==> config.mk <==
export PLATFORM = sky130hd
export DESIGN_NAME = uart_rx
export DESIGN_NICKNAME = d
export VERILOG_FILES = /design/src/hw/serial_pkg.sv /design/src/hw/uart_rx.sv
export SDC_FILE = /design/constraint.sdc
export NUM_CORES = 1
export LEC_CHECK = 0
export ABC_AREA = 1
export BUFFER_PORTS_ARGS = -buffer_cell sky130_fd_sc_hd__buf_2
export CELL_PAD_IN_SITES_DETAIL_PLACEMENT = 1
export CELL_PAD_IN_SITES_GLOBAL_PLACEMENT = 1
export CORE_MARGIN = 4
export CORE_UTILIZATION = 37
export DETAILED_ROUTE_END_ITERATION = 6
export GPL_TIMING_DRIVEN = 1
export PLACE_DENSITY = 0.77
export SYNTH_ARGS = -nofsm -noshare
export SYNTH_HDL_FRONTEND = slang
export SYNTH_SLANG_ARGS = --single-unit
==> constraint.sdc <==
create_clock -name clk_in -period 1.38 [get_ports clk_in]
set_input_delay 0.138 -clock clk_in [delete_from_list [all_inputs] [get_ports clk_in]]
set_output_delay 0.138 -clock clk_in [all_outputs]
set_load 0.1 [all_outputs]
==> src/hw/serial_pkg.sv <==
package serial_pkg;

    // one byte on the serial line
    typedef logic [7:0] uart_byte_t;

    // host command codes, each followed by little-endian words
    typedef enum logic [7:0] {
        CMD_WRITE = 8'h30,
        CMD_READ  = 8'h31
    } cmd_t;

    // monitor sequencer states
    typedef enum logic [2:0] {
        ST_IDLE,
        ST_GET_ADDR,
        ST_GET_DATA,
        ST_MEM_ACCESS,
        ST_SEND_REPLY
    } mon_state_t;

endpackage
==> src/hw/uart_rx.sv <==
`timescale 1ns/100ps
module uart_rx import serial_pkg::*; #(
    parameter int CLKS_PER_BIT = 16
) (
    input  logic       clk_in,
    input  logic       reset,
    input  logic       rxd,
    output uart_byte_t rx_byte,
    output logic       rx_valid
);

    localparam int CNT_W = $clog2(CLKS_PER_BIT);
    localparam logic [CNT_W-1:0] BIT_LAST = CNT_W'(CLKS_PER_BIT - 1);
    localparam logic [CNT_W-1:0] HALF_BIT = CNT_W'(CLKS_PER_BIT / 2 - 1);

    typedef enum logic [1:0] {
        RX_IDLE,
        RX_START,
        RX_DATA,
        RX_STOP
    } rx_state_t;

    rx_state_t        state;
    logic             rxd_meta;
    logic             rxd_sync;
    logic [CNT_W-1:0] clk_cnt;
    logic [2:0]       bit_idx;
    uart_byte_t       shift_q;

    // two-flop synchronizer, line idles high
    always_ff @(posedge clk_in) begin
        if (reset) begin
            rxd_meta <= 1'b1;
            rxd_sync <= 1'b1;
        end else begin
            rxd_meta <= rxd;
            rxd_sync <= rxd_meta;
        end
    end

    always_ff @(posedge clk_in) begin
        if (reset) begin
            state    <= RX_IDLE;
            clk_cnt  <= '0;
            bit_idx  <= '0;
            rx_valid <= 1'b0;
        end else begin
            rx_valid <= 1'b0;
            case (state)
                RX_IDLE: begin
                    clk_cnt <= '0;
                    bit_idx <= '0;
                    if (!rxd_sync) begin
                        state <= RX_START;
                    end
                end
                RX_START: begin
                    // recheck at half a bit, a short pulse is a glitch
                    if (clk_cnt == HALF_BIT) begin
                        clk_cnt <= '0;
                        state   <= rxd_sync ? RX_IDLE : RX_DATA;
                    end else begin
                        clk_cnt <= clk_cnt + 1'b1;
                    end
                end
                RX_DATA: begin
                    if (clk_cnt == BIT_LAST) begin
                        clk_cnt <= '0;
                        bit_idx <= bit_idx + 1'b1;
                        if (bit_idx == 3'd7) begin
                            state <= RX_STOP;
                        end
                    end else begin
                        clk_cnt <= clk_cnt + 1'b1;
                    end
                end
                RX_STOP: begin
                    if (clk_cnt == BIT_LAST) begin
                        // framing error drops the byte
                        rx_valid <= rxd_sync;
                        state    <= RX_IDLE;
                    end else begin
                        clk_cnt <= clk_cnt + 1'b1;
                    end
                end
                default: state <= RX_IDLE;
            endcase
        end
    end

    // data bits arrive lsb first at the bit centers
    always_ff @(posedge clk_in) begin
        if (state == RX_DATA && clk_cnt == BIT_LAST) begin
            shift_q <= {rxd_sync, shift_q[7:1]};
        end
    end

    assign rx_byte = shift_q;

endmodule

; Yosys cells after proc, flatten, opt, wreduce, memory -nomap -nowiden
; Cells that the tools add are included.
[totals]
regBits = 20
latch_bits = 0
mem_bits_rw = 0
rom_bits = 0
input_bits = 3
out_inout_bits = 9
elab_cells = 42
mem_count = 0
[op_classes]
addsub = 2
mul = 0
div = 0
order_cmp = 0
n_eq_ne = 12
shift = 0
muxes = 13
bitwise_logic = 2
reduce_logical = 6
[op_table]
columns = operator, n
row1 = 4-bit one-hot mux with 4 select lines, 1
row2 = 2-bit 2-to-1 mux, 6
row3 = 4-bit 2-to-1 mux, 3
row4 = 2-bit != test (second input constant), 6
row5 = 2-bit one-hot mux with 4 select lines, 1
row6 = 3-bit one-hot mux with 2 select lines, 1
row7 = 5-bit AND reduction, 1
row8 = 4-bit by 1-bit adder with 4-bit output (second input constant), 1
row9 = 2-bit equality test (second input constant), 2
row10 = 4-bit by 3-bit equality test with 1-bit output (second input constant), 1
row11 = 4-bit equality test (second input constant), 1
row12 = 3-bit by 1-bit adder with 3-bit output (second input constant), 1
row13 = 3-bit equality test (second input constant), 1
row14 = 3-bit 2-to-1 mux, 1
row15 = 3-bit OR reduction, 1
row16 = 2-bit by 1-bit equality test with 1-bit output (second input constant), 1
row17 = 2-bit logical NOT, 1
row18 = 1-bit inverter, 2
row19 = 2-bit AND reduction, 1
row20 = 2-bit nonzero test, 1
row21 = 1-bit logical AND, 1

; Logic depth before layout (Yosys ltp)
[depth]
ltp_word = 4
mapped_depth = 9
mapped_depth_nobuf = 9

; Worst setup path before layout
; Ideal clock, no wire load.
[synth_path]
path_kind = reg2reg
start = register clk_cnt[0]
end = register shift_q[0], in the netlist rx_byte[0] (enable)
setup_ns = 0.376
arrival_time_ns = 1.115
required_time_ns = 1.004
setup_slack_ns = -0.111
path_stages_with_launch = 4
path_buffers = 0
period_less_slack_ns = 1.491
path_cell_list = dfxtp_1 > ha_1 > nand3_2 > nor3_2
[synth_between]
elab_chain_len = 2
[synth_lines]
columns = item, line
row1 = "start, declared", uart_rx.sv:26  ; logic [CNT_W-1:0] clk_cnt;
row2 = "start signal, assigned", uart_rx.sv:63  ; clk_cnt <= clk_cnt + 1'b1;
row3 = "start signal, assigned", uart_rx.sv:74  ; clk_cnt <= clk_cnt + 1'b1;
row4 = "start signal, assigned", uart_rx.sv:83  ; clk_cnt <= clk_cnt + 1'b1;
row5 = 4-bit equality test, uart_rx.sv:93  ; if (state == RX_DATA && clk_cnt == BIT_LAST) begin
row6 = 1-bit logical AND, uart_rx.sv:93
row7 = "end signal, assigned", uart_rx.sv:94  ; shift_q <= {rxd_sync, shift_q[7:1]};
row8 = "end, declared", uart_rx.sv:28  ; uart_byte_t shift_q;
; Every way passes these cells.
; A chain may end at the register's enable or synchronous reset.

; Worst setup path in the final report
[layout_path]
start = register clk_cnt[0]
end = register shift_q[7], in the netlist rx_byte[7] (enable)
; The elaborated chain is that of the path after synthesis.

==> results.json <==
{
  "io_pins": 12,
  "hold_depth": 2,
  "ys_types": 20,
  "die_area_sq_um": 3060,
  "cts-root-buf": "clkbuf_4",
  "grt_overflow": 0,
  "p_per_area_nw_per_um2": 987,
  "clkLatencyLatePin_ns": 0.30,
  "cap_violations": 0,
  "status": "finished clean",
  "worst_hold_path_type": "primary input to register",
  "vias": 628,
  "antenna_cells": 0,
  "start_kind": "register",
  "critPathLaunch": "clk_cnt[0]$_SDFFE_PP0P_",
  "critPathMaxStageDelay_ns": 0.39,
  "vdd_ir_drop_max_mv": 0.714,
  "rsz0062_at_grt": "no",
  "fmax_mhz": 792,
  "path_clk_slew_ns": 0.11,
  "final_util": 0.500,
  "hp-start": "reset",
  "layout_commonest_cell": "nand2_1",
  "r2r-start": "clk_cnt[0]$_SDFFE_PP0P_",
  "drtPass1Iterations": 4,
  "worstPathMaxFanout": 11,
  "netlist_top_cells_area": "dfxtp_1 29%, edfxtp_1 29%, nand2_1 7.3%, a21oi_1 4.8%, ha_1 4.5%",
  "io_buffers": 11,
  "tightestPinTransition_ns": 0.491,
  "criticalPathCategory": "register to register",
  "setup_viol": 0,
  "clock_sinks": 20,
  "rows": 16,
  "syn_avg_cell_area_sq_um": 9.52,
  "synth_top_area_cell": "dfxtp_1",
  "cts_tree": "built",
  "dp_hpwl_mm": 1.28,
  "drv_slew": 0,
  "drtIter0Drc": 5,
  "grt_pass1_vias": 643,
  "track_usage": 0.123,
  "ys_ff_latch": 20,
  "fin_crit_ns": 1.26,
  "synth_warnings": 0,
  "leakage_nw": 0.416,
  "grt_max_degree": 12,
  "setup_ws_ns": 0.117,
  "initial_core_util": 0.406,
  "antenna_found_initial": 0,
  "area_growth_pct": 23.3,
  "dpl_worst_slack_ns": -0.0364,
  "die_h_microns": 55.3,
  "crit_arrival_ns": 1.29,
  "min_period_over_period": 0.915,
  "finClkSkew_ns": 0.00586,
  "worstSetupEndpointType": "register",
  "viasPerCell": 4.83,
  "wl_per_cell_microns": 12.7,
  "finalNetCount": 110,
  "grt_pass1_wl_mm": 2.95,
  "synth_seq_area_share": 0.580,
  "htree_num_levels": 1,
  "required_ns": 1.41,
  "syn_area_sq_um": 828,
  "cts_buffer_depth": 2,
  "synth_fp_nets": 93,
  "drive_gt1_frac": 0.350,
  "drc": 0,
  "cts_buffers": 3,
  "mostFrequentLayoutCells": "15 x nand2_1, 11 x buf_2",
  "slew_headroom": 0.675,
  "yosys.area.top_type_share": 0.290,
  "place_congestion": 0.799,
  "syn_inst": 87,
  "core-area_sq_um": 2040,
  "crit_chain": "ha_4 > nand3_4 > nor3_4 > buf_12",
  "reg2regPathDepth": 4,
  "hold_violations": 0,
  "antenna_left": 0,
  "wl_mm": 1.65,
  "critPathSlowestCell": "dfxtp_4",
  "fp.dieW_microns": 55.3
}
==> routing by layer <==
| metal | global-route usage | vias to the layer above | wire (microns) | share of wire |
|---|---|---|---|---|
| li1 | - | 319 | - | - |
| met1 | 0.137 | 299 | 722 | 0.44 |
| met2 | 0.218 | 6 | 856 | 0.52 |
| met3 | 0.0280 | 4 | 42 | 0.026 |
| met4 | 0.0625 | 0 | 25 | 0.015 |
| met5 | 0 | - | 0 | 0 |
==> state kept, by name (all words and copies together), names as in the netlist, named ones only <==
name      flops
rxd_sync      1
rx_byte       8
rx_valid      1
rxd_meta      1
clk_cnt       4
state         1
bit_idx       3
==> what timing repair did <==
| item | in CTS | in global routing |
|---|---|---|
| gates resized for setup | 5 | 5 |
| endpoints found under the hold margin | 1 | 0 |
| hold buffers | 1 | 0 |
| setup endpoints to repair | 11 | 14 |
| buffers inserted | 0 | 0 |
| pin swaps | 1 | 1 |
==> per-stage QoR <==
step                      hold slack (ns)  TNS, ns  power, W  instance area, sq um  std cells
after global routing               0.0963        0   0.00105                  1020        130
after floorplan                     0.242        0  0.000666                   835         87
after detailed placement            0.325   -0.230  0.000679                   940        125
after CTS                          0.0901        0   0.00102                  1010        130
final                              0.0886        0   0.00101                  1020        130
after global placement              0.323        0  0.000677                   940        125
==> power by group <==
group,total [W],switching [W],internal (W)
sequential,0.000621,0.00000777,0.000613
clock,0.000340,0.000179,0.000161
combinational,0.0000468,0.0000286,0.0000182
==> kinds of logic after synthesis <==
group,Yosys count,synth area share
adders and majority gates,3,0.0453
and+or+nand+nor,39,0.239
DFF,20,0.580
buffers and inverters,13,0.0589
AOI/OAI and AO/OA,11,0.0665
xor gates and xnor gates,1,0.0106
==> cell type report <==
class | count | area [sq um]
well taps | 27 | 33.8
flip-flops and latches | 20 | 488
repair buffers | 13 | 85.1
fillers | 241 | 1020
multi-input cells | 54 | 333
clock buffers | 4 | 36.3
inverters | 12 | 45.0
==> final timing paths <==
kind	to	slack, ns
worst max-delay path	rx_byte[7]$_DFFE_PP_	0.12
worst min register to register	rxd_sync$_SDFF_PP1_	0.43
worst max register to register	rx_byte[7]$_DFFE_PP_	0.12
worst min-delay path	clk_cnt[1]$_SDFFE_PP0P_	0.09
==> synthesized netlist by cell type <==
cell type and count:
inv_1 8, clkbuf_1 1, ha_1 3, nand2_1 16, nor2_1 4, a21oi_1 8, nand4_1 1, nand3_2 2
edfxtp_1 8, nand3_1 7, nor3_2 1, o21ai_1 1, dfxtp_1 12, nand2_2 1, inv_2 4, o21ai_0 2
xor2_1 1, nor2_2 4, nand3b_1 1, or2_2 2
==> critical path: cells and delay by family (launching register included) <==
kind	cells	cell delay (ns)
adders and majority gates	1	0.16
buffers and inverters	1	0.16
DFF	1	0.39
and+or+nand+nor	2	0.28
Note: power is estimated with default switching activity, not from simulation.
