File: src/hw/serial_pkg.sv
package serial_pkg;

    // one byte on the serial line
    typedef logic [7:0] uart_byte_t;

    // host command codes, each followed by little-endian words
    typedef enum logic [7:0] {
        CMD_WRITE = 8'h30,
        CMD_READ  = 8'h31
    } cmd_t;

    // monitor sequencer states
    typedef enum logic [2:0] {
        ST_IDLE,
        ST_GET_ADDR,
        ST_GET_DATA,
        ST_MEM_ACCESS,
        ST_SEND_REPLY
    } mon_state_t;

endpackage
File: src/hw/uart_tx.sv
`timescale 1ns/100ps
module uart_tx import serial_pkg::*; #(
    parameter int CLKS_PER_BIT = 16
) (
    input  logic       clk_in,
    input  logic       reset,
    input  uart_byte_t tx_byte,
    input  logic       tx_start,
    output logic       txd,
    output logic       tx_busy
);

    localparam int CNT_W = $clog2(CLKS_PER_BIT);
    localparam logic [CNT_W-1:0] BIT_LAST = CNT_W'(CLKS_PER_BIT - 1);

    logic [9:0]       frame_q;
    logic [CNT_W-1:0] clk_cnt;
    logic [3:0]       bit_idx;

    always_ff @(posedge clk_in) begin
        if (reset) begin
            frame_q <= '1;
            clk_cnt <= '0;
            bit_idx <= '0;
            tx_busy <= 1'b0;
        end else if (!tx_busy) begin
            if (tx_start) begin
                // stop bit, data lsb first, start bit
                frame_q <= {1'b1, tx_byte, 1'b0};
                clk_cnt <= '0;
                bit_idx <= '0;
                tx_busy <= 1'b1;
            end
        end else if (clk_cnt == BIT_LAST) begin
            clk_cnt <= '0;
            // ones shift in behind the frame so the line rests high
            frame_q <= {1'b1, frame_q[9:1]};
            if (bit_idx == 4'd9) begin
                tx_busy <= 1'b0;
            end else begin
                bit_idx <= bit_idx + 1'b1;
            end
        end else begin
            clk_cnt <= clk_cnt + 1'b1;
        end
    end

    assign txd = frame_q[0];

    // the controller must wait out the frame before the next byte
    a_no_start_while_busy: assert property (@(posedge clk_in) disable iff (reset)
        !(tx_start && tx_busy));

endmodule

File: config.mk
export PLATFORM = sky130hd
export DESIGN_NAME = uart_tx
export DESIGN_NICKNAME = d
export VERILOG_FILES = /design/src/hw/serial_pkg.sv /design/src/hw/uart_tx.sv
export SDC_FILE = /design/constraint.sdc
export NUM_CORES = 1
export LEC_CHECK = 0
export ABC_AREA = 1
export BUFFER_PORTS_ARGS = -buffer_cell sky130_fd_sc_hd__buf_2
export CAP_MARGIN = 20
export CORE_ASPECT_RATIO = 0.5
export CORE_MARGIN = 3
export CORE_UTILIZATION = 25
export DETAILED_ROUTE_END_ITERATION = 6
export GPL_TIMING_DRIVEN = 0
export PLACE_DENSITY_LB_ADDON = 0.12
export SETUP_SLACK_MARGIN = 0.2
export SLEW_MARGIN = 20
export SYNTH_ARGS = -nofsm -noshare
export SYNTH_HDL_FRONTEND = slang
export SYNTH_SLANG_ARGS = --single-unit
File: constraint.sdc
create_clock -name clk_in -period 2.6 [get_ports clk_in]
set_input_delay 0.52 -clock clk_in [delete_from_list [all_inputs] [get_ports clk_in]]
set_output_delay 0.52 -clock clk_in [all_outputs]
set_load 0.02 [all_outputs]
# Word-level counts from Yosys, hierarchy flattened
# Cells that the tools add are included.
# totals
reg_bits,19
input_bits,11
output_inout_bits,2
elab_cells,26
# classes
n_addsub,2
n_eq_ne,4
mux,13
n_reduce_logical,3
# op_table
op,count
$mux W10,3
$mux W4,6
$add A4 B1 Y4 const B,2
$eq A4 B4 Y1 const B,2
$mux W1,4
$reduce_and A3 Y1,1
$ne A2 B1 Y1 const B,1
$ne A2 B2 Y1 const B,1
$reduce_and A2 Y1,1
$reduce_bool A2 Y1,1

# Depth between registers and ports, before layout
# Gate-level depths: netlist of run 1.
# depth
word_depth,4
ltp_mapped,9
mapped_depth_nobuf,9

# Worst setup path before layout of run 1
# No wires, ideal clock.
# synth_timing
kind,register -> register
from,reg tx_busy
to,reg bit_idx[0]
setup_ns,0.110
arrival_time_ns,1.104
t_required_ns,2.490
path_slack_ns,1.386
stages_incl_launch_ff,8
path_buffers,2
period_less_slack_ns,1.214
cell_sequence,dfxtp_1 buf_6 nand2_4 o21ai_4 buf_6 nand3_1 nand2_1 nor2_1
# synth_between
elab_chain_cells,2
word_cells_on_any_way,5
cone_classes,2 x eq/ne; 1 x mux; 2 x reduce/logical
# synth_rtl
element,line_no,rtl
from (decl),uart_tx.sv:10,output logic tx_busy
from (signal assigned),uart_tx.sv:25,tx_busy <= 1'b0;
from (signal assigned),uart_tx.sv:32,tx_busy <= 1'b1;
from (signal assigned),uart_tx.sv:39,tx_busy <= 1'b0;
"$ne A2 B2 Y1 (no source line), or another cell as far along",--,
$reduce_and A3 Y1 (no source line),--,
to (signal assigned),uart_tx.sv:41,bit_idx <= bit_idx + 1'b1;
to (decl),uart_tx.sv:18,logic [3:0] bit_idx;
# Several ways; a longest one is shown, not always the timed one.
# A chain may end at the register's enable or synchronous reset.

# Worst setup path in the final report of run 1
# layout_timing
from,reg clk_cnt[0]
to,reg bit_idx[0]
# layout_between
elab_chain_cells,3
# layout_rtl
element,line_no,rtl
from (decl),uart_tx.sv:17,logic [CNT_W-1:0] clk_cnt;
from (signal assigned),uart_tx.sv:44,clk_cnt <= clk_cnt + 1'b1;
$eq A4 B4 Y1,uart_tx.sv:34,end else if (clk_cnt == BIT_LAST) begin
$ne A2 B1 Y1 (no source line),--,
$reduce_and A3 Y1 (no source line),--,
# No other way between the ends.

==> impl_results.md, run 1 <==
- Initial DRC count: 33
- Die height: 49.6 um
- Final hold vios: 0
- Leakage: approximately 0.56 nW
- Starting Density: 26.8%
- Crit path DAT: 1.46 ns
- First-pass GRT wire length: around 3.7 mm
- Worst-path clk slew: around 0.070 ns
- Final setup violation count: 0
- Slowest cell on crit path: dfxtp_1
- R2R cell count: 7
- Syn-to-layout area delta: 18.8%
- Status: finished, final reports clean
- Crit share post-route: 49.9%
- Power per standard cell area: 559 nW/um^2
- Final ANT Viol Nets: 0
- Final TNS setup: 0 ns
- Skew final: 0.00292 ns
- Req. time, crit path: around 2.8 ns
- Cell Area, Synth: 951 um^2
- Core Rows: 15
- Gr usage total: around a tenth
- #FFs+latches synth: 18
- Global route total overflow: 0
- CTS resizes: 0
- Vias per Instance: 4.13
- Hold path depth: 2
- Core area: approximately 3500 um^2
- Buf/Inv on CP: 1
- Max stage delay on crit path: about 0.39 ns
- CTS tree: done
- Hold Path End: frame_q[0]
- Peak fanout along the critical path: 10
- Top-area cell type share of the netlist area: 37.9%
- Syn_nets: ~160
- Critical Path Sink Type: flip-flop
- Worst reg-to-reg setup slack: 1.30 ns
- Max-slew violations: 0
- Tmin final: 1.30 ns
- Largest net degree at the start of global routing: 11
- Worst rel slew slack: 66.5%
- CTS sink cnt: 18
- RSZ-0062 raised after global routing: no
- Post-Synthesis Cells: 142
- R2r endpoint: bit_idx[0]
- Cts hold-fix bufs: 0
- GP Congestion: 0.775
- Fraction of layout cells with a size suffix above 1: 17.1%
- Post-DP HPWL: between 1.5 and 2 mm
- Reg2reg start: clk_cnt[0]
- VDD IR-drop max: 132 uV
- Crit path max-delay family: flip-flops
- H-Tree Depth: 1
- Io pins: 13
- Fin nets: 173
- CP startpoint kind: flip-flop
- Die area: ~4600 um^2
- Hold slack: between 0.4 and 0.5 ns
- Slew at the pin closest to its max-slew limit: 0.502 ns
- DRC violations left: 0
- DR WL/cell: 10.4 um
- Avg Inst Size Synth: 6.70 um^2
- Fill cells: 400
- Setup bufs post-CTS: 0
- Clock tree buffer depth: 2
- Crit path from: clk_cnt[0]
- TritonCTS Buffers: 3
- Distinct cell type count after synthesis: 19
- Vias in the first global route: 799
- Antenna diode count: 0
- DP Cell Count: 205
- Area contributors post-synth: dfxtp_1 (38%), nand2_1 (23%), nand3_1 (8.4%), inv_1 (5.1%), nor2_1 (5.1%)
- DR pass1 iterations: 4
- Non-Filler Instances: between 200 and 250
- Initial antenna violation count: 0
- CP Class: flip-flop to flip-flop
- Synth warnings: 0
- Hold Path Origin: frame_q[0]
- Die X: 93.2 um
- Port Buffers: 12
- Insertion delay to the later sink of the worst-skew pair: 0.26 ns
- Sequential-to-total area share from yosys stat: 37.9%
- Cell chosen for the clock root: clkbuf_8
- Hold Crit Class: flip-flop to flip-flop
- Via count: 864
- Total Wirelength: 2.17 mm
- F_max: around 770 MHz
- Max-Cap Viols: 0
- CP cell instances: ha_1 > nand2_4 > o21ai_4 > buf_6 > nand3_1 > nand2_1 > nor2_1
- Synth area leader: dfxtp_1
-- metrics by stage --
step                util, %  total power (W)  instance area [um^2]  setup slack, ns
floorplan                 -         0.000372                   951             1.39
global placement       30.3         0.000401                  1070             1.07
detailed placement     30.3         0.000401                  1070             1.07
CTS                    31.9         0.000639                  1130             1.28
global route           31.9         0.000664                  1130             1.17
finish                 31.9         0.000632                  1130             1.30
-- metal layers --
metal	vias to the layer above	wire, um	global-route usage [%]
met5	-	0	0
met4	0	19	2.92
met3	2	93	3.35
met2	18	838	15.1
met1	365	1210	14.0
li1	479	-	-
-- synth_stat cells (all sizes together) --
| cell | number |
|---|---|
| nand2 | 60 |
| dfxtp | 18 |
| nand3 | 18 |
| inv | 15 |
| nor2 | 13 |
| a21oi | 5 |
| o21ai | 4 |
| buf | 3 |
| ha | 3 |
| clkbuf | 1 |
| nand4 | 1 |
| o211ai | 1 |
-- state kept, by name, summed over array words and instances, names as in the netlist --
register / count
bit_idx: 4
frame_q: 9
tx_busy: 1
clk_cnt: 4
-- cell type report --
type,instances,area [um^2],area share (%)
buffer,4,31.3,2.77
clock buffer,4,55.1,4.87
inverter,15,58.8,5.20
multi-input combinational,105,500,44.3
sequential,18,360,31.9
tap,51,63.8,5.65
timing repair buffer,12,60.1,5.32
-- worst max path at each step --
stage                 endpoint  slack (ns)  cells after the start
global placement    frame_q[7]        1.07                      4
finish              bit_idx[0]        1.30                      7
detailed placement  frame_q[5]        1.07                      4
global route        bit_idx[0]        1.17                      7
CTS                 bit_idx[0]        1.28                      7
floorplan           bit_idx[0]        1.39                      7
-- kinds of logic after synthesis --
logic type	Yosys count	share of synthesized area [%]
AOI/OAI and AO/OA	10	7.11
and+or+nand+nor	92	41.6
buffers and inverters	19	9.47
adders and majority gates	3	3.95
DFF	18	37.9
-- layout by cell type, fill, tap and decap left out, drive strengths merged --
master and instances:
clkbuf 5, inv 15, nand2 60, a21oi 5
dfxtp 18, o211ai 1, nor2 13, nand4 1
nand3 18, o21ai 4, buf 15, ha 3
-- where the power goes --
part / total [W] / internal (W) / leakage (nW) / switching [W]
registers: 0.000302 / 0.000292 / 0.148 / 0.00000935
logic: 0.0000916 / 0.0000345 / 0.385 / 0.0000571
clock network: 0.000238 / 0.000135 / 0.0288 / 0.000104
total: 0.000632 / 0.000462 / 0.562 / 0.000170
-- worst register-to-register path, stage by stage, from the launching register on --
cell and delay (ns):
dfxtp_1 0.39, ha_1 0.23, nand2_4 0.08, o21ai_4 0.16
buf_6 0.17, nand3_1 0.07, nand2_1 0.06, nor2_1 0.04
Power figures use the tool's default switching activity.
==> run 2: changes to the inputs <==
--- a/config.mk
+++ b/config.mk
@@ -5,7 +5,7 @@
 export SDC_FILE = /design/constraint.sdc
 export NUM_CORES = 1
 export LEC_CHECK = 0
-export ABC_AREA = 1
+export ABC_AREA = 0
 export BUFFER_PORTS_ARGS = -buffer_cell sky130_fd_sc_hd__buf_2
 export CAP_MARGIN = 20
 export CORE_ASPECT_RATIO = 0.5
==> constraint.sdc (replaced) <==
create_clock -name clk_in -period 1.3 [get_ports clk_in]
set_input_delay 0.26 -clock clk_in [delete_from_list [all_inputs] [get_ports clk_in]]
set_output_delay 0.26 -clock clk_in [all_outputs]
set_load 0.02 [all_outputs]
==> impl_results.md, run 2 <==
- Final TNS setup: -0.591 ns
- Clock share of power: 32.7%
- Antenna diode count: 0
- Power per standard cell area: 860 nW/um^2
- Most frequent cells in the layout: dfxtp_1 (12), buf_2 (12), o21ai_1 (9), buf_6 (7), and2_1 (7)
- Reg2reg start: bit_idx[1]
- Fin nets: 147
- Avg Inst Size Synth: 8.58 um^2
- Syn_nets: 119
- Max stage delay on crit path: ~0.42 ns
- Register Area: 378 um^2
- Final worst setup slack: -0.128 ns
- Cts hold-fix bufs: 0
- Post-synth top cells: dfxtp_1 (18), o21ai_0 (9), a21oi_1 (8), nor3_1 (8)
- Tmin final: approximately 1.4 ns
- Slew at the pin closest to its max-slew limit: between 0.2 and 0.3 ns
- Worst rel slew slack: about four fifths
- DRC violations left: 0
- Final setup violation count: 11
- Sequential-to-total area share from yosys stat: 40.0%
- GP Congestion: 0.670
- Post-DP HPWL: 1.68 mm
- Crit path DAT: 1.61 ns
- Area contributors post-synth: dfxtp_1 (40%), a221oi_1 (6.8%), o21ai_0 (5.0%), and2_1 (4.9%), a21oi_1 (4.4%)
- Worst reg-to-reg setup slack: -0.13 ns
- Distinct cell type count after synthesis: 29
- Multi-input logic area: around 640 um^2
- Sequential cell fraction of total power: 47.2%
- Die area: 4400 um^2
- Crit path max-delay family: simple AND/OR/NAND/NOR gates
- DR WL/cell: 14.6 um
- Critical Path Sink Type: flip-flop
- CTS sink cnt: 18
- Port Buffers: 12
- Gr usage total: 11.8%
- Initial antenna violation count: 0
- Skew final: 0.00449 ns
- CP startpoint kind: flip-flop
- Insertion delay to the later sink of the worst-skew pair: between 0.2 and 0.3 ns
- DR pass1 iterations: 4
- CTS tree: done
- TritonCTS Buffers: 3
- Core area: 3220 um^2
- Syn-to-layout area delta: 62.5%
- #FFs+latches synth: 18
- Number of enable flip-flop cells after synthesis: 0
- Fraction of layout cells with a size suffix above 1: between 50% and 60%
- Vias per Instance: 5.02
- Starting Density: between 20% and 30%
- Vias in the first global route: 786
- Worst-path clk slew: 0.07 ns
- Core Rows: 14
- Buf/Inv on CP: 2
- Crit path from: bit_idx[1]
- VDD IR-drop max: approximately 400 uV
- Largest net degree at the start of global routing: 11
- Max reg flops: 9
- First-pass GRT wire length: 4.13 mm
- Max-Cap Viols: 0
- Max-slew violations: 0
- Net Sw Frac: between 20% and 30%
- Initial DRC count: 48
- Post-route cell area: 1460 um^2
- Hold Path Origin: tx_byte[7]
- CP Class: flip-flop to flip-flop
- Comb power frac: 20.2%
- RSZ-0062 raised after global routing: yes
- Most numerous cell in the Yosys netlist: dfxtp_1
- Global route total overflow: 0
- Top Registers: frame_q x9, bit_idx x4, clk_cnt x4
- Req. time, crit path: 1.49 ns
- Hold Crit Class: primary input to flip-flop
- Leakage: 0.564 nW
- Cell chosen for the clock root: clkbuf_8
- Final hold vios: 0
- Top-area cell type share of the netlist area: 40.0%
- Post-Synthesis Cells: approximately 110
- Placed Area: 1170 um^2
- Final ANT Viol Nets: 0
- Pre-CTS setup slack: -0.153 ns
- P_int: just over 0.0009 W
- F_max: 701 MHz
- Reg with most FFs: frame_q
- Violated checks: setup timing
- Io pins: 13
- Total Wirelength: 2.63 mm
- Die X: 90.9 um
- Status: complete, but fails checks
- Die height: 48.4 um
- Slowest cell on crit path: or4_4
- Crit share post-route: 110%
- Synth area leader: dfxtp_1
- Via count: 904
- Peak fanout along the critical path: 5
- H-Tree Depth: 1
- CP cell instances: inv_2 > ha_4 > and3b_1 > buf_6 > or4_4 > a21oi_2
- Cell Area, Synth: 901 um^2
- Fill cells: 340
- Synth warnings: 0
- FFs w/ async S/R, synth: 0%
- Prevailing post-synth register cell: dfxtp_1
- P_sw: 0.000336 W
- Clock tree buffer depth: 2
[run 2: kinds of logic after synthesis]
family | count (synthesis) | synth area share (%)
buf+inv | 14 | 6.39
compound gates | 37 | 27.4
simple gates | 33 | 22.1
fa+ha+maj | 3 | 4.17
flops | 18 | 40.0
[run 2: final timing paths]
kind,end,cells past startpoint
hold reg to reg,frame_q[0],2
hold / removal,frame_q[8],3
setup reg to reg,bit_idx[1],6
setup / recovery,bit_idx[1],6
[run 2: repair_timing]
| action | CTS | global route |
|---|---|---|
| setup endpoints to repair | 18 | 18 |
| resized for setup | 14 | 23 |
| pin swaps | 5 | 12 |
| buffers inserted | 6 | 4 |
| gates cloned | 1 | 0 |
[run 2: power groups by stage]
stage          Combinational, W  Sequential (W)  Clock (W)
3_3_place_gp           0.000189        0.000611          0
6_report               0.000254        0.000594   0.000411
4_1_cts                0.000242        0.000596   0.000427
3_5_place_dp           0.000190        0.000612          0
5_1_grt                0.000275        0.000597   0.000452
2_1_floorplan          0.000131        0.000613          0
[run 2: tightest hold or removal path: stages]
cell and delay, ns:
buf_2 0.07, nor2_1 0.03, o21ai_1 0.12
[run 2: cell type report]
class | instances | share of cell area, %
clock buffer | 4 | 3.08
inverter | 5 | 1.62
multi-input combinational | 73 | 43.8
timing repair buffer | 23 | 12.7
sequential | 18 | 25.8
buffer | 9 | 8.89
tap | 48 | 4.10
[run 2: metrics by stage]
stage / hold WS, ns / instances / utilization [%] / power, W
floorplan: 0.413 / 105 / - / 0.000745
global placement: 0.438 / 165 / 36.2 / 0.000799
detailed placement: 0.444 / 165 / 36.2 / 0.000802
CTS: 0.264 / 176 / 42.0 / 0.00127
global route: 0.272 / 180 / 45.4 / 0.00132
finish: 0.268 / 180 / 45.4 / 0.00126
[run 2: metal layers]
layer	up-vias	track usage (%)	share of wire, %
met5	-	0	0
met4	0	2.25	0.46
met3	2	4.49	3.5
met2	13	16.7	42
met1	436	17.0	54
li1	453	-	-
