--- config.mk ---
export PLATFORM = sky130hd
export DESIGN_NAME = monitor_ctrl
export DESIGN_NICKNAME = d
export VERILOG_FILES = /design/src/hw/sram_pkg.sv /design/src/hw/serial_pkg.sv /design/src/hw/monitor_ctrl.sv
export SDC_FILE = /design/constraint.sdc
export NUM_CORES = 1
export LEC_CHECK = 0
export BUFFER_PORTS_ARGS = -buffer_cell sky130_fd_sc_hd__buf_2
export CORE_AREA = 2 2 85 103
export DETAILED_ROUTE_END_ITERATION = 12
export DIE_AREA = 0 0 87 105
export GPL_TIMING_DRIVEN = 0
export PLACE_DENSITY = 0.78
export SYNTH_ARGS = -nofsm -noshare
export SYNTH_HDL_FRONTEND = slang
export SYNTH_SLANG_ARGS = --single-unit
--- constraint.sdc ---
create_clock -name clk_in -period 4.6 [get_ports clk_in]
set_input_delay 0.46 -clock clk_in [delete_from_list [all_inputs] [get_ports clk_in]]
set_output_delay 0.46 -clock clk_in [all_outputs]
set_load 0.01 [all_outputs]
--- src/hw/sram_pkg.sv ---
package sram_pkg;

    // word address as seen on the base_ram pins
    typedef logic [19:0] sram_addr_t;

    // one 32-bit memory word
    typedef logic [31:0] sram_data_t;

    // one SRAM access, 53 bits
    typedef struct packed {
        logic       we;
        sram_addr_t addr;
        sram_data_t wdata;
    } sram_req_t;

endpackage

--- src/hw/serial_pkg.sv ---
package serial_pkg;

    // one byte on the serial line
    typedef logic [7:0] uart_byte_t;

    // host command codes, each followed by little-endian words
    typedef enum logic [7:0] {
        CMD_WRITE = 8'h30,
        CMD_READ  = 8'h31
    } cmd_t;

    // monitor sequencer states
    typedef enum logic [2:0] {
        ST_IDLE,
        ST_GET_ADDR,
        ST_GET_DATA,
        ST_MEM_ACCESS,
        ST_SEND_REPLY
    } mon_state_t;

endpackage
--- src/hw/monitor_ctrl.sv ---
`timescale 1ns/100ps
module monitor_ctrl import serial_pkg::*, sram_pkg::*; (
    input  logic       clk_in,
    input  logic       reset,
    input  uart_byte_t rx_byte,
    input  logic       rx_valid,
    output uart_byte_t tx_byte,
    output logic       tx_start,
    input  logic       tx_busy,
    output sram_req_t  req,
    output logic       req_valid,
    input  sram_data_t rdata,
    input  logic       done
);

    mon_state_t  state;
    logic [1:0]  byte_cnt;
    logic        is_write;
    logic        pending;
    logic [31:0] addr_word;
    sram_data_t  data_word;
    sram_data_t  reply_q;
    logic        send_now;

    // one reply byte per idle transmitter
    assign send_now = (state == ST_SEND_REPLY) && !tx_busy && !tx_start;

    always_ff @(posedge clk_in) begin
        if (reset) begin
            state     <= ST_IDLE;
            byte_cnt  <= '0;
            is_write  <= 1'b0;
            req_valid <= 1'b0;
            tx_start  <= 1'b0;
            pending   <= 1'b0;
        end else begin
            req_valid <= 1'b0;
            tx_start  <= 1'b0;
            if (req_valid) begin
                pending <= 1'b1;
            end else if (done) begin
                pending <= 1'b0;
            end
            case (state)
                ST_IDLE: begin
                    byte_cnt <= '0;
                    if (rx_valid) begin
                        case (cmd_t'(rx_byte))
                            CMD_WRITE: begin
                                is_write <= 1'b1;
                                state    <= ST_GET_ADDR;
                            end
                            CMD_READ: begin
                                is_write <= 1'b0;
                                state    <= ST_GET_ADDR;
                            end
                            // unknown command, wait for the next one
                            default: state <= ST_IDLE;
                        endcase
                    end
                end
                ST_GET_ADDR: begin
                    if (rx_valid) begin
                        byte_cnt <= byte_cnt + 1'b1;
                        if (byte_cnt == 2'd3 && is_write) begin
                            state <= ST_GET_DATA;
                        end else if (byte_cnt == 2'd3) begin
                            req_valid <= 1'b1;
                            state     <= ST_MEM_ACCESS;
                        end
                    end
                end
                ST_GET_DATA: begin
                    if (rx_valid) begin
                        byte_cnt <= byte_cnt + 1'b1;
                        if (byte_cnt == 2'd3) begin
                            req_valid <= 1'b1;
                            state     <= ST_MEM_ACCESS;
                        end
                    end
                end
                ST_MEM_ACCESS: begin
                    if (done) begin
                        byte_cnt <= '0;
                        state    <= is_write ? ST_IDLE : ST_SEND_REPLY;
                    end
                end
                ST_SEND_REPLY: begin
                    if (send_now) begin
                        tx_start <= 1'b1;
                        byte_cnt <= byte_cnt + 1'b1;
                        if (byte_cnt == 2'd3) begin
                            state <= ST_IDLE;
                        end
                    end
                end
                default: state <= ST_IDLE;
            endcase
        end
    end

    // words arrive lsb first, so shift in from the top
    always_ff @(posedge clk_in) begin
        if (rx_valid && state == ST_GET_ADDR) begin
            addr_word <= {rx_byte, addr_word[31:8]};
        end
        if (rx_valid && state == ST_GET_DATA) begin
            data_word <= {rx_byte, data_word[31:8]};
        end
        if (state == ST_MEM_ACCESS && done) begin
            reply_q <= rdata;
        end else if (send_now) begin
            tx_byte <= reply_q[7:0];
            reply_q <= {8'h00, reply_q[31:8]};
        end
    end

    // upper address bits are dropped here
    assign req = '{we: is_write, addr: addr_word[19:0], wdata: data_word};

    // sram_ctrl takes a request only when idle
    a_one_req_in_flight: assert property (@(posedge clk_in) disable iff (reset)
        pending |-> !req_valid);

endmodule

* Yosys cells after proc, flatten, opt, wreduce, memory -nomap -nowiden
Index checks and enable logic that the tools add are counted.
** Storage, ports and cells
- Register bits after elaboration :: 112
- Output and inout port bits :: 63
- Word-level logic and storage cells :: 69
- Bits of input ports :: 45
** Cells by class
- Add/subtract/negate cells :: 1
- Multiplexer cells :: 24
- Reductions and logical operators :: 19
- Eq/ne operators :: 14
- Bitwise gates (word level) :: 2
** Operators with widths (count)
- 2-to-1 mux 32 bit :: 2
- 2-to-1 mux 3 bit :: 9
- == test 8 x 6 -> 1 bit (second input constant) :: 2
- case mux 3 bit (5 select lines) :: 1
- != test 2 bit (second input constant) :: 5
- case mux 2 bit (4 select lines) :: 1
- == test 3 x 2 -> 1 bit (second input constant) :: 2
- logical AND 1 bit :: 6
- 2-to-1 mux 1 bit :: 6
- 2-to-1 mux 2 bit :: 3
- AND reduction 6 bit :: 1
- OR reduction 2 bit :: 3
- != test 2 x 1 -> 1 bit (second input constant) :: 2
- case mux 1 bit (2 select lines) :: 2
- AND reduction 4 bit :: 1
- nonzero test 2 bit :: 2
- nonzero test 4 bit :: 1
- == test 3 x 1 -> 1 bit (second input constant) :: 1
- == test 3 bit (second input constant) :: 1
- zero test 3 bit :: 1
- AND reduction 3 bit :: 1
- adder 2 x 1 -> 2 bit (second input constant) :: 1
- == test 2 bit (second input constant) :: 1
- zero test 1 bit :: 2
- other kinds (2) :: 3

* Logic depth before layout (Yosys ltp)
Gate-level depths: netlist (run 1).
- Depth in word-level cells :: 5
- Mapped depth :: 7
- Gate-level depth less buffers :: 5

* Least setup slack after synthesis (run 1)
No wires, ideal clock.
- Path type :: flip-flop to flip-flop
- From :: register state[2]
- To :: register data_word[0], enable pin
- Arrival time :: 3.055 ns
- Required time :: 4.132 ns
- Library setup time :: 0.468 ns
- Slack :: 1.077 ns
- Stages on the path, launching flop included :: 4
- Path buffers :: 1
- Clock period less this slack :: 3.523 ns
- Path through :: dfxtp_1 > buf_2 > nand2b_1 > nor3b_1
** On the way
- Cells in the longest elaborated chain, start to end :: 2
** Ends and longest elaborated chain
- start, declared :: RTL line monitor_ctrl.sv:16 : mon_state_t state;
- start signal, assigned :: RTL line monitor_ctrl.sv:85 : state <= is_write ? ST_IDLE : ST_SEND_REPLY;
- == test 3 x 2 -> 1 bit :: RTL line monitor_ctrl.sv:107 : if (rx_valid && state == ST_GET_DATA) begin
- logical AND 1 bit :: RTL line monitor_ctrl.sv:107
- end signal, assigned :: RTL line monitor_ctrl.sv:108 : data_word <= {rx_byte, data_word[31:8]};
- end, declared :: RTL line monitor_ctrl.sv:21 : sram_data_t data_word;
Every way passes these cells.
A chain may end at the register's enable or synchronous reset.

* Final worst setup path (run 1)
- From :: register state[0]
- To :: register reply_q[24], enable pin
** On the way
- Cells in the longest elaborated chain, start to end :: 4
- Elaborated cells on any way between the ends :: 6
- Classes of those cells :: eq/ne: 2; reduce/logical: 4
** Ends and longest elaborated chain
- == test 3 bit :: RTL line monitor_ctrl.sv:26 : assign send_now = (state == ST_SEND_REPLY) && !tx_busy && !tx_start;
- logical AND 1 bit (2 in series) :: RTL line monitor_ctrl.sv:26
- nonzero test 2 bit (no line) (*)
- end signal, assigned :: RTL line monitor_ctrl.sv:111 : reply_q <= rdata;
- end signal, assigned :: RTL line monitor_ctrl.sv:114 : reply_q <= {8'h00, reply_q[31:8]};
- end, declared :: RTL line monitor_ctrl.sv:22 : sram_data_t reply_q;
Mark *: on every way between the ends. The rest lies on a longest branch, timed or not.

==> summary.txt, run 1 <==
Final layout
  – Total Nets Final: 444
  – Post-Layout Cell Count: slightly below 500
  – Fraction of layout instances using a drive strength above 1: 0.3881
  – Post-route design area: around 5000 sq um
  – Final core occ: 0.6269
  – Area delta synth->final: 21.54%
  – Diode count: 0
  – Fill count: roughly 600

Critical path
  – CP Max Fanout: 32
  – Worst Setup Start Kind: flip-flop
  – Worst-case reg-to-reg path depth: 5
  – Crit path top cell by count: buf_2
  – Origin of the worst setup path: state[0]
  – CP cell instances: buf_2, or3b_1, buf_2, nor3_1, or2_2
  – Worst path required time: roughly 4.6 ns
  – FF-to-FF setup slack: roughly 1.6 ns
  – Critical path type: flip-flop to flip-flop
  – Setup crit end kind: flip-flop
  – WP data arrival: ~3.1 ns
  – FF-to-FF Start: state[0]
  – Reg2Reg Capture Point: reply_q[24]
  – Crit-path max cell delay: 0.92 ns
  – CP max stage cell: nor3_1

Min path
  – HP Class: input pin to flip-flop
  – Hold path endpoint: tx_start
  – Hold Path Depth: 2
  – Hold Crit Start: tx_busy

GRT
  – Global route overflow: 0
  – Most Used Layer, Global Route: met2
  – Vias in the first global route: between 2,000 and 2,500
  – First-pass GRT wire length: between 10,000 and 15,000 microns
  – Met1 Use GR: 0.1813
  – GRT Total Usage: 0.1554
  – Largest net degree at the start of global routing: 33
  – Initial antenna violation count: 0
  – GR Util met3: 0.05766
  – Global-route met2 utilization: 0.2541

Pwr
  – Combinational share of power: 0.030
  – Net Sw Frac: 0.1811
  – Max VDD drop: 172.8 uV
  – Flop pwr share: 0.632
  – Pleak: 2.008 nW
  – Clock power share: 0.338
  – Switching power: 0.3183 mW
  – Pwr Density: about 350 nW/um^2
  – Total power: approximately 1.8 mW
  – Pint: approximately 1.4 mW

Route
  – TritonRoute pass-1 iters: 4
  – Detailed-route wire length per cell: between 10 and 15 microns
  – DR vias: around 2,400
  – Routed WL: 6781 microns
  – # DRC: 0
  – Final ANT Viol Nets: 0
  – Initial DRC count: 130
  – Via density: 4.781

Clock tree
  – CTS sink cnt: ~110
  – Setup Fix Bufs, Post-CTS: 0
  – Hold buffers post-CTS: 0
  – TritonCTS clock tree: yes
  – CTS resizes: 0
  – Clk buf depth: 2
  – Clk slew on worst S/H paths: 0.08 ns
  – Clk Tree Root Cell: clkbuf_8
  – Num CTS Buffers: 9
  – Worst skew pair latency: 0.37 ns
  – Total number of H-tree levels: 3

Die
  – Starting Density: 0.5158
  – Die Wd: ~87 microns
  – Die height: roughly 110 microns
  – DIE AREA: 9135 sq um
  – FP Rows: 36
  – I/O pin cnt: 108
  – Core Box Area: slightly above 8000 sq um

STA
  – Worst slew margin: 0.1856
  – Slew at the pin closest to its max-slew limit: about 1.2 ns
  – Tcrit/Tclk final: 0.6603
  – WHS: around 0.28 ns
  – F_max: ~330 MHz
  – RSZ-0062 raised after global routing: false
  – Final min period: 3.038 ns
  – Final Max Tran Viols: 0
  – Setup TNS: 0 ns
  – Setup WS post-layout: 1.562 ns
  – Final Hold Viols: 0
  – Final Setup Violations: 0
  – Layout Skew: approximately 0.0086 ns

Synth
  – Yosys top cell by area: edfxtp_1
  – Top-count cell post-synth: edfxtp_1
  – EDFF count, synth: between 100 and 150
  – Largest cells by area after synthesis: edfxtp_1 (75%), nand2_1 (6.9%), dfxtp_1 (3.9%)
  – Synth Flop Type: edfxtp_1
  – Top cells by count, synth: edfxtp_1 (104), nand2_1 (77), buf_4 (21)
  – Top-area cell type share of the netlist area: 0.7509
  – Net count after synthesis: between 300 and 400
  – Seq cells post-synth: around 110
  – Avg Cell Area, Syn: around 15 sq um
  – Asr flop ratio synth: 0
  – YS warnings: 0
  – Post-synthesis cell area: 4159 sq um
  – Synth unique cells: 35
  – Cells after Synth: 278
  – Register area share after synthesis: 0.7894

Place
  – GP Congestion: between 0.8 and 0.9
  – Placed Area: between 4000 and 5000 sq um
  – Pre-CTS worst setup slack: 1.536 ns
  – HPWL after DPL: approximately 4900 microns
  – Placed Cells: roughly 480
  – Port bufs: 107

Outcome
  – Status: finished clean

Flow run
  – Max-Cap Viols: 0
cell type report:
cell class	instances	area (sq um)	area share
Multi-Input combinational cell	133	671.9	0.1329
Tap cell	95	118.9	0.02351
Sequential cell	112	3283	0.6495
Clock inverter	3	67.56	0.01337
Clock buffer	12	135.1	0.02673
Inverter	2	7.507	0.001485
Buffer	31	209.0	0.04134
Timing Repair Buffer	109	561.8	0.1111
routing by layer:
| layer | wire length [microns] | up-vias | share of wire |
|---|---|---|---|
| met3 | 526 | 12 | 0.078 |
| met1 | 2699 | 1073 | 0.40 |
| met4 | 132 | 0 | 0.019 |
| met2 | 3423 | 93 | 0.50 |
| li1 | - | 1198 | - |
| met5 | 0 | - | 0 |
power groups by stage:
| stage | clock network [mW] | registers (mW) | logic, mW |
|---|---|---|---|
| after global placement | 0 | 1.13 | 0.0508 |
| after global routing | 0.645 | 1.11 | 0.0586 |
| after detailed placement | 0 | 1.13 | 0.0534 |
| after CTS | 0.608 | 1.11 | 0.0537 |
| after floorplan | 0 | 1.13 | 0.0227 |
| final | 0.594 | 1.11 | 0.0528 |
state kept, by name, indices dropped and copies added (netlist names), 2 cells and up:
signal and cells:
addr_word 32, data_word 32, reply_q 32, tx_byte 8
state 3, byte_cnt 2
worst max path at each step:
stage	cells after the start	slack (ns)	endpoint
floorplan	3	1.08	data_word[0]
global placement	3	0.20	data_word[5]
detailed placement	5	1.54	reply_q[29]
CTS	5	1.52	reply_q[27]
global route	5	1.39	reply_q[5]
finish	5	1.56	reply_q[24]
cells by family (layout without fill, tap and decap cells):
family	count (synthesis)	after routing	synth area share
AO/OA/AOI/OAI	13	13	0.02467
XOR/XNOR	1	1	0.002106
adder cells (fa/ha/maj)	1	1	0.003008
buffers and inverters	33	157	0.05204
flip-flops	112	112	0.7894
multiplexers	2	2	0.004814
AND/OR/NAND/NOR	116	116	0.1240
cells in the final DEF, fill, tap and decap left out, types with 2 or more instances in the layout:
master     Yosys  layout
edfxtp_1     104     104
and2_1         8       8
nor3_1         4       4
nand3_1        3       3
or2_2          2       2
nor2_1         8       7
clkbuf_8       0       9
clkbuf_1       4       7
nor2b_1        3       3
mux2i_1        2       2
inv_1          2       2
nor4b_1        3       3
nand2b_1       3       3
buf_4         21      21
buf_2          5     112
dfxtp_1        8       8
nand2_1       77      77
bufinv_16      0       2
o21ai_0        3       3
buf_6          1       2
critical path, delay by kind of cell (launching register included):
kind,cells,cell delay (ns)
buffers and inverters,2,0.34
AND/OR/NAND/NOR,3,2.03
flip-flops,1,0.30
Note: power is estimated with default switching activity, not from simulation.
==> run 2, diff against run 1 <==
==> constraint.sdc (replaced) <==
create_clock -name clk_in -period 3.1 [get_ports clk_in]
set_input_delay 0.31 -clock clk_in [delete_from_list [all_inputs] [get_ports clk_in]]
set_output_delay 0.31 -clock clk_in [all_outputs]
set_load 0.01 [all_outputs]
==> run 2 against run 1 <==
  * Hold slack got worse by 0.12 ns
  * Critical endpoint is now reply_q[1]
  * Cell count did not move
  * Power rose by 41%
==> summary.txt, run 2 (synthesis results as in run 1) <==
Pwr
  – Pleak: between 1.5 and 2 nW
  – Pwr Density: slightly below 500 nW/um^2
  – Max VDD drop: roughly 350 uV
  – Total power: 2.477 mW

Clock tree
  – Setup Fix Bufs, Post-CTS: 0
  – CTS sink cnt: around 110
  – Hold buffers post-CTS: 0
  – TritonCTS clock tree: yes
  – Clk buf depth: 2
  – CTS resizes: 0
  – Worst skew pair latency: between 0.3 and 0.4 ns
  – Num CTS Buffers: 9
  – Clk Tree Root Cell: clkbuf_8
  – Clk slew on worst S/H paths: 0.09 ns
  – Total number of H-tree levels: 3

STA
  – Final min period: around 2.6 ns
  – Final Max Tran Viols: 0
  – Slew at the pin closest to its max-slew limit: about 0.87 ns
  – Final Hold Viols: 0
  – Final Setup Violations: 0
  – RSZ-0062 raised after global routing: false
  – Worst slew margin: 0.4215
  – Tcrit/Tclk final: 0.8496
  – Setup TNS: 0 ns
  – F_max: 379.7 MHz
  – Layout Skew: 0.007255 ns

Critical path
  – CP Max Fanout: 32
  – Critical path type: flip-flop to flip-flop
  – Origin of the worst setup path: state[0]
  – FF-to-FF setup slack: 0.47 ns
  – FF-to-FF Start: state[0]
  – Worst Setup Start Kind: flip-flop
  – WP data arrival: between 2 and 3 ns
  – Worst path required time: a little over 3 ns
  – Setup crit end kind: flip-flop

Place
  – GP Congestion: around 0.86
  – HPWL after DPL: between 4000 and 5000 microns
  – Placed Cells: 481
  – Port bufs: 107

GRT
  – Largest net degree at the start of global routing: 33
  – Global route overflow: 0
  – Vias in the first global route: between 2,000 and 2,500
  – GRT Total Usage: 0.1482
  – First-pass GRT wire length: 10,290 microns
  – Initial antenna violation count: 0

Final layout
  – Diode count: 0
  – Most frequent cells in the layout: buf_2 (112), edfxtp_1 (104), nand2_1 (77)
  – Fraction of layout instances using a drive strength above 1: 0.3930
  – Post-Layout Cell Count: roughly 500
  – Largest registers: addr_word (32), data_word (32), reply_q (32)
  – Most common cell after layout, fill and taps aside: buf_2
  – Fill count: about 570
  – Final core occ: 0.6228
  – Area delta synth->final: 20.73%
  – Total Nets Final: 443

Die
  – Core Box Area: 8063 sq um
  – I/O pin cnt: 108
  – DIE AREA: 9135 sq um
  – Starting Density: 0.5158
  – Die Wd: 87 microns
  – FP Rows: 36
  – Die height: 105 microns

Flow run
  – Max-Cap Viols: 0

Route
  – Final ANT Viol Nets: 0
  – TritonRoute pass-1 iters: 5
  – Routed WL: around 6600 microns
  – Via density: approximately 4.9
  – DR vias: around 2,400
  – Detailed-route wire length per cell: 13.31 microns
  – Initial DRC count: 130
  – # DRC: 0

Outcome
  – Status: finished clean

Min path
  – Hold Crit Start: rx_byte[6]
  – HP Class: input pin to flip-flop
## run 2: through the flow
| step | hold slack, ns | setup slack (ns) | cell area, sq um |
|---|---|---|---|
| after floorplan | 0.3791 | 0.5638 | 4164 |
| after global placement | 0.4020 | 0.09198 | 4818 |
| after detailed placement | 0.4045 | 0.02081 | 4847 |
| after CTS | 0.1206 | 0.007993 | 5016 |
| after global routing | 0.1249 | 0.2986 | 5021 |
| final | 0.1528 | 0.4663 | 5021 |
## run 2: per-layer routing
metal | up-vias | wire (microns) | track usage
met1 | 1129 | 2611 | 0.1659
li1 | 1199 | - | -
met5 | - | 0 | 0
met2 | 85 | 3450 | 0.2530
met4 | 0 | 85 | 0.05915
met3 | 8 | 469 | 0.05292
## run 2: worst max-delay path, stage by stage (launching register included)
cell,delay [ns]
dfxtp_1,0.30
buf_2,0.18
or3b_1,0.35
buf_2,0.17
nor3_2,0.55
or2_2,0.71
## run 2: path summary, 6_finish.rpt
check	endpoint	cells past startpoint
worst max register to register	reply_q[1]	5
worst min-delay path	data_word[30]	1
worst min register to register	tx_byte[1]	0
worst max-delay path	reply_q[1]	5
## run 2: area by class of cell
class | count | area [sq um] | share of cell area
repair buffers | 108 | 550.5 | 0.1096
clock buffers | 9 | 123.9 | 0.02467
plain buffers | 31 | 209.0 | 0.04161
clock inverters | 7 | 45.04 | 0.008971
well taps | 95 | 118.9 | 0.02367
multi-input cells | 133 | 683.2 | 0.1361
inverters | 2 | 7.507 | 0.001495
flip-flops and latches | 112 | 3283 | 0.6539
## run 2: where the power goes
part           internal, mW  total [mW]  leakage (nW)  switching, mW
clock network         0.291       0.749        0.0811          0.458
logic                0.0396      0.0789         0.904         0.0393
registers              1.64        1.65          1.01        0.00392
total                  1.98        2.48          1.99          0.501
==> run 3, diff against run 2 <==
--- a/config.mk
+++ b/config.mk
@@ -5,12 +5,13 @@
 export SDC_FILE = /design/constraint.sdc
 export NUM_CORES = 1
 export LEC_CHECK = 0
+export ABC_AREA = 1
 export BUFFER_PORTS_ARGS = -buffer_cell sky130_fd_sc_hd__buf_2
-export CORE_AREA = 2 2 85 103
+export CORE_AREA = 2 2 86 105
 export DETAILED_ROUTE_END_ITERATION = 12
-export DIE_AREA = 0 0 87 105
+export DIE_AREA = 0 0 88 107
 export GPL_TIMING_DRIVEN = 0
-export PLACE_DENSITY = 0.78
+export PLACE_DENSITY = 0.77
 export SYNTH_ARGS = -nofsm -noshare
 export SYNTH_HDL_FRONTEND = slang
 export SYNTH_SLANG_ARGS = --single-unit
==> constraint.sdc (replaced) <==
create_clock -name clk_in -period 2.6 [get_ports clk_in]
set_input_delay 0.26 -clock clk_in [delete_from_list [all_inputs] [get_ports clk_in]]
set_output_delay 0.26 -clock clk_in [all_outputs]
set_load 0.01 [all_outputs]
==> run 3 against run 2 <==
  * Non-clock buffer count down 6
  * Die area up 3.1%
  * Routed wire length grew 4.4%
  * Setup slack worse by 0.20 ns
  * Clock-buffer cell count grew 3
  * Sequential share of layout area fell by 1.7 points
  * Flip-flop and latch count unchanged
  * Register-to-register slack worse by 0.20 ns
  * First-iteration DRC count shrank 38%
  * Clock power grew 16%
  * Clock skew up 0.0012 ns
  * Hold slack worse by 0.091 ns
==> summary.txt, run 3 <==
Critical path
  – Worst-case reg-to-reg path depth: 6
  – WP data arrival: 2.33 ns
  – Worst Setup Start Kind: flip-flop
  – Setup crit end kind: flip-flop
  – Critical path type: flip-flop to flip-flop
  – CP Max Fanout: 32
  – Worst path required time: ~2.6 ns

Pwr
  – Max VDD drop: 406.3 uV
  – Pwr Density: 774.5 nW/um^2
  – Combinational share of power: 0.196
  – Flop pwr share: 0.586
  – Switching power: between 1 and 1.5 mW
  – Pint: between 2 and 3 mW
  – Pleak: between 2 and 2.5 nW
  – Net Sw Frac: 0.2697
  – Clock power share: 0.218
  – Total power: roughly 4 mW

Min path
  – Hold Path Depth: 2
  – HP Class: input pin to flip-flop

STA
  – WHS: around 0.062 ns
  – F_max: 428.0 MHz
  – Setup WS post-layout: between 0.2 and 0.3 ns
  – Final Max Tran Viols: 0
  – RSZ-0062 raised after global routing: false
  – Tcrit/Tclk final: 0.8987
  – Worst slew margin: 0.4102
  – Slew at the pin closest to its max-slew limit: 0.8826 ns
  – Final Setup Violations: 0
  – Layout Skew: roughly 0.0084 ns
  – Final min period: ~2.3 ns
  – Final Hold Viols: 0

Route
  – Final ANT Viol Nets: 0
  – DR vias: 2,336
  – # DRC: 0
  – Detailed-route wire length per cell: roughly 14 microns
  – Routed WL: between 6000 and 7000 microns
  – Initial DRC count: between 80 and 90
  – TritonRoute pass-1 iters: 5
  – Via density: approximately 4.6

GRT
  – Initial antenna violation count: 0
  – Global route overflow: 0
  – Vias in the first global route: 2,355
  – Largest net degree at the start of global routing: 33
  – First-pass GRT wire length: around 11,000 microns
  – GRT Total Usage: 0.1539

Synth
  – Asr flop ratio synth: 0
  – Net count after synthesis: 311
  – Main combinational cell family by area after synthesis: multiplexers
  – Top-area cell type share of the netlist area: 0.7285
  – Cells after Synth: between 200 and 300
  – Top-count cell post-synth: edfxtp_1
  – Compound-gate portion of the synthesized area: 0.008757
  – Register area share after synthesis: 0.7659
  – YS warnings: 0
  – Synth Area in Simple Gates: 0.07385
  – Top cells by count, synth: edfxtp_1 (104), nor2_1 (27), nand2_1 (23)
  – Largest cells by area after synthesis: edfxtp_1 (73%), mux2_4 (7.4%), dfxtp_1 (3.7%)
  – Xor/xnor share of the synthesized area: 0
  – Synth unique cells: 21
  – Yosys top cell by area: edfxtp_1
  – Post-synthesis mux area share: 0.08144
  – Seq cells post-synth: about 110
  – Synth Area in Adders: 0.002919
  – Avg Cell Area, Syn: 16.18 sq um
  – EDFF count, synth: ~100
  – Synth Flop Type: edfxtp_1
  – Post-synthesis cell area: 4287 sq um

Die
  – I/O pin cnt: ~110
  – Die height: between 100 and 150 microns
  – FP Rows: 37
  – DIE AREA: about 9400 sq um
  – Core Box Area: 8379 sq um
  – Starting Density: 0.5116
  – Die Wd: between 80 and 90 microns

Clock tree
  – Clk buf depth: 2
  – Hold buffers post-CTS: 0
  – Clk Tree Root Cell: clkbuf_8
  – Num CTS Buffers: 9
  – CTS sink cnt: around 110
  – TritonCTS clock tree: yes
  – Total number of H-tree levels: 3
  – Worst skew pair latency: around 0.36 ns
  – Clk slew on worst S/H paths: approximately 0.1 ns
  – Setup Fix Bufs, Post-CTS: 0

Final layout
  – Most frequent cells in the layout: buf_2 (109), edfxtp_1 (104), nor2_1 (25)
  – Fraction of layout instances using a drive strength above 1: 0.4588
  – Diode count: 0
  – Most common cell after layout, fill and taps aside: buf_2
  – Total Nets Final: 429
  – Largest registers: addr_word (32), data_word (32), reply_q (32)
  – Final core occ: 0.6151
  – Area delta synth->final: 20.23%

Place
  – Pre-CTS worst setup slack: -0.4356 ns
  – Port bufs: 107
  – HPWL after DPL: approximately 5000 microns
  – GP Congestion: about 0.87

Outcome
  – Status: finished clean

Flow run
  – Max-Cap Viols: 0
## run 3: changes by cell type after synthesis, sizes merged, moves of 4 or more
| cell | delta |
|---|---|
| and2 | -8 |
| clkbuf | -4 |
| inv | +21 |
| mux2 | +24 |
| nand2 | -52 |
| nand3 | +7 |
| nor2 | +20 |
## run 3: repair_timing
item                                    CTS  global route
pin swaps                                 0             0
endpoints found under the setup margin   32            32
hold endpoints to repair                  0             0
gates resized for setup                   1             1
## run 3: layer usage
layer | track usage | part of all wire
met2 | 0.2765 | 0.55
met5 | 0 | 0
met1 | 0.1676 | 0.39
met4 | 0.07473 | 0.022
met3 | 0.03464 | 0.043
## run 3: power by group through the flow
stage	logic [mW]	clock network [mW]	registers (mW)
after floorplan	0.510	0	2.40
after global placement	0.728	0	2.37
after detailed placement	0.780	0	2.38
after CTS	0.784	0.901	2.34
after global routing	0.871	0.957	2.36
final	0.784	0.870	2.34
## run 3: cell type report
| type | count | area (sq um) |
|---|---|---|
| inverters | 23 | 86.33 |
| flip-flops and latches | 112 | 3283 |
| fillers | 620 | 3226 |
| plain buffers | 26 | 201.4 |
| repair buffers | 107 | 535.5 |
| clock buffers | 12 | 135.1 |
| multi-input cells | 104 | 744.5 |
| well taps | 117 | 146.4 |
| clock inverters | 4 | 21.27 |
## run 3: critical path, cell delays in order (launching register included)
cell and delay (ns):
dfxtp_1 0.30, buf_2 0.16, nor2_1 0.17, nand2_1 0.16
nor3_4 0.44, inv_1 0.14, nand2_2 0.57
## run 3: cell families (layout without fill, tap and decap cells)
kind of cell / count (synthesis) / count (layout)
buffers and inverters: 49 / 172
AO/OA/AOI/OAI: 7 / 7
multiplexers: 24 / 24
AND/OR/NAND/NOR: 72 / 72
flip-flops: 112 / 112
adder cells (fa/ha/maj): 1 / 1
## run 3: worst paths after layout
check                                start         end  slack (ns)
worst min register to register  reply_q[7]  tx_byte[7]        0.42
worst max register to register    state[1]  reply_q[2]        0.26
worst min-delay path                 reset    tx_start        0.06
worst max-delay path              state[1]  reply_q[2]        0.26
## run 3: metrics by stage
stage               area (sq um)  std cells  setup TNS, ns
detailed placement          4986        489         -13.90
global placement            4971        489         -35.49
floorplan                   4289        265              0
CTS                         5147        505              0
finish                      5154        505              0
global route                5154        505              0
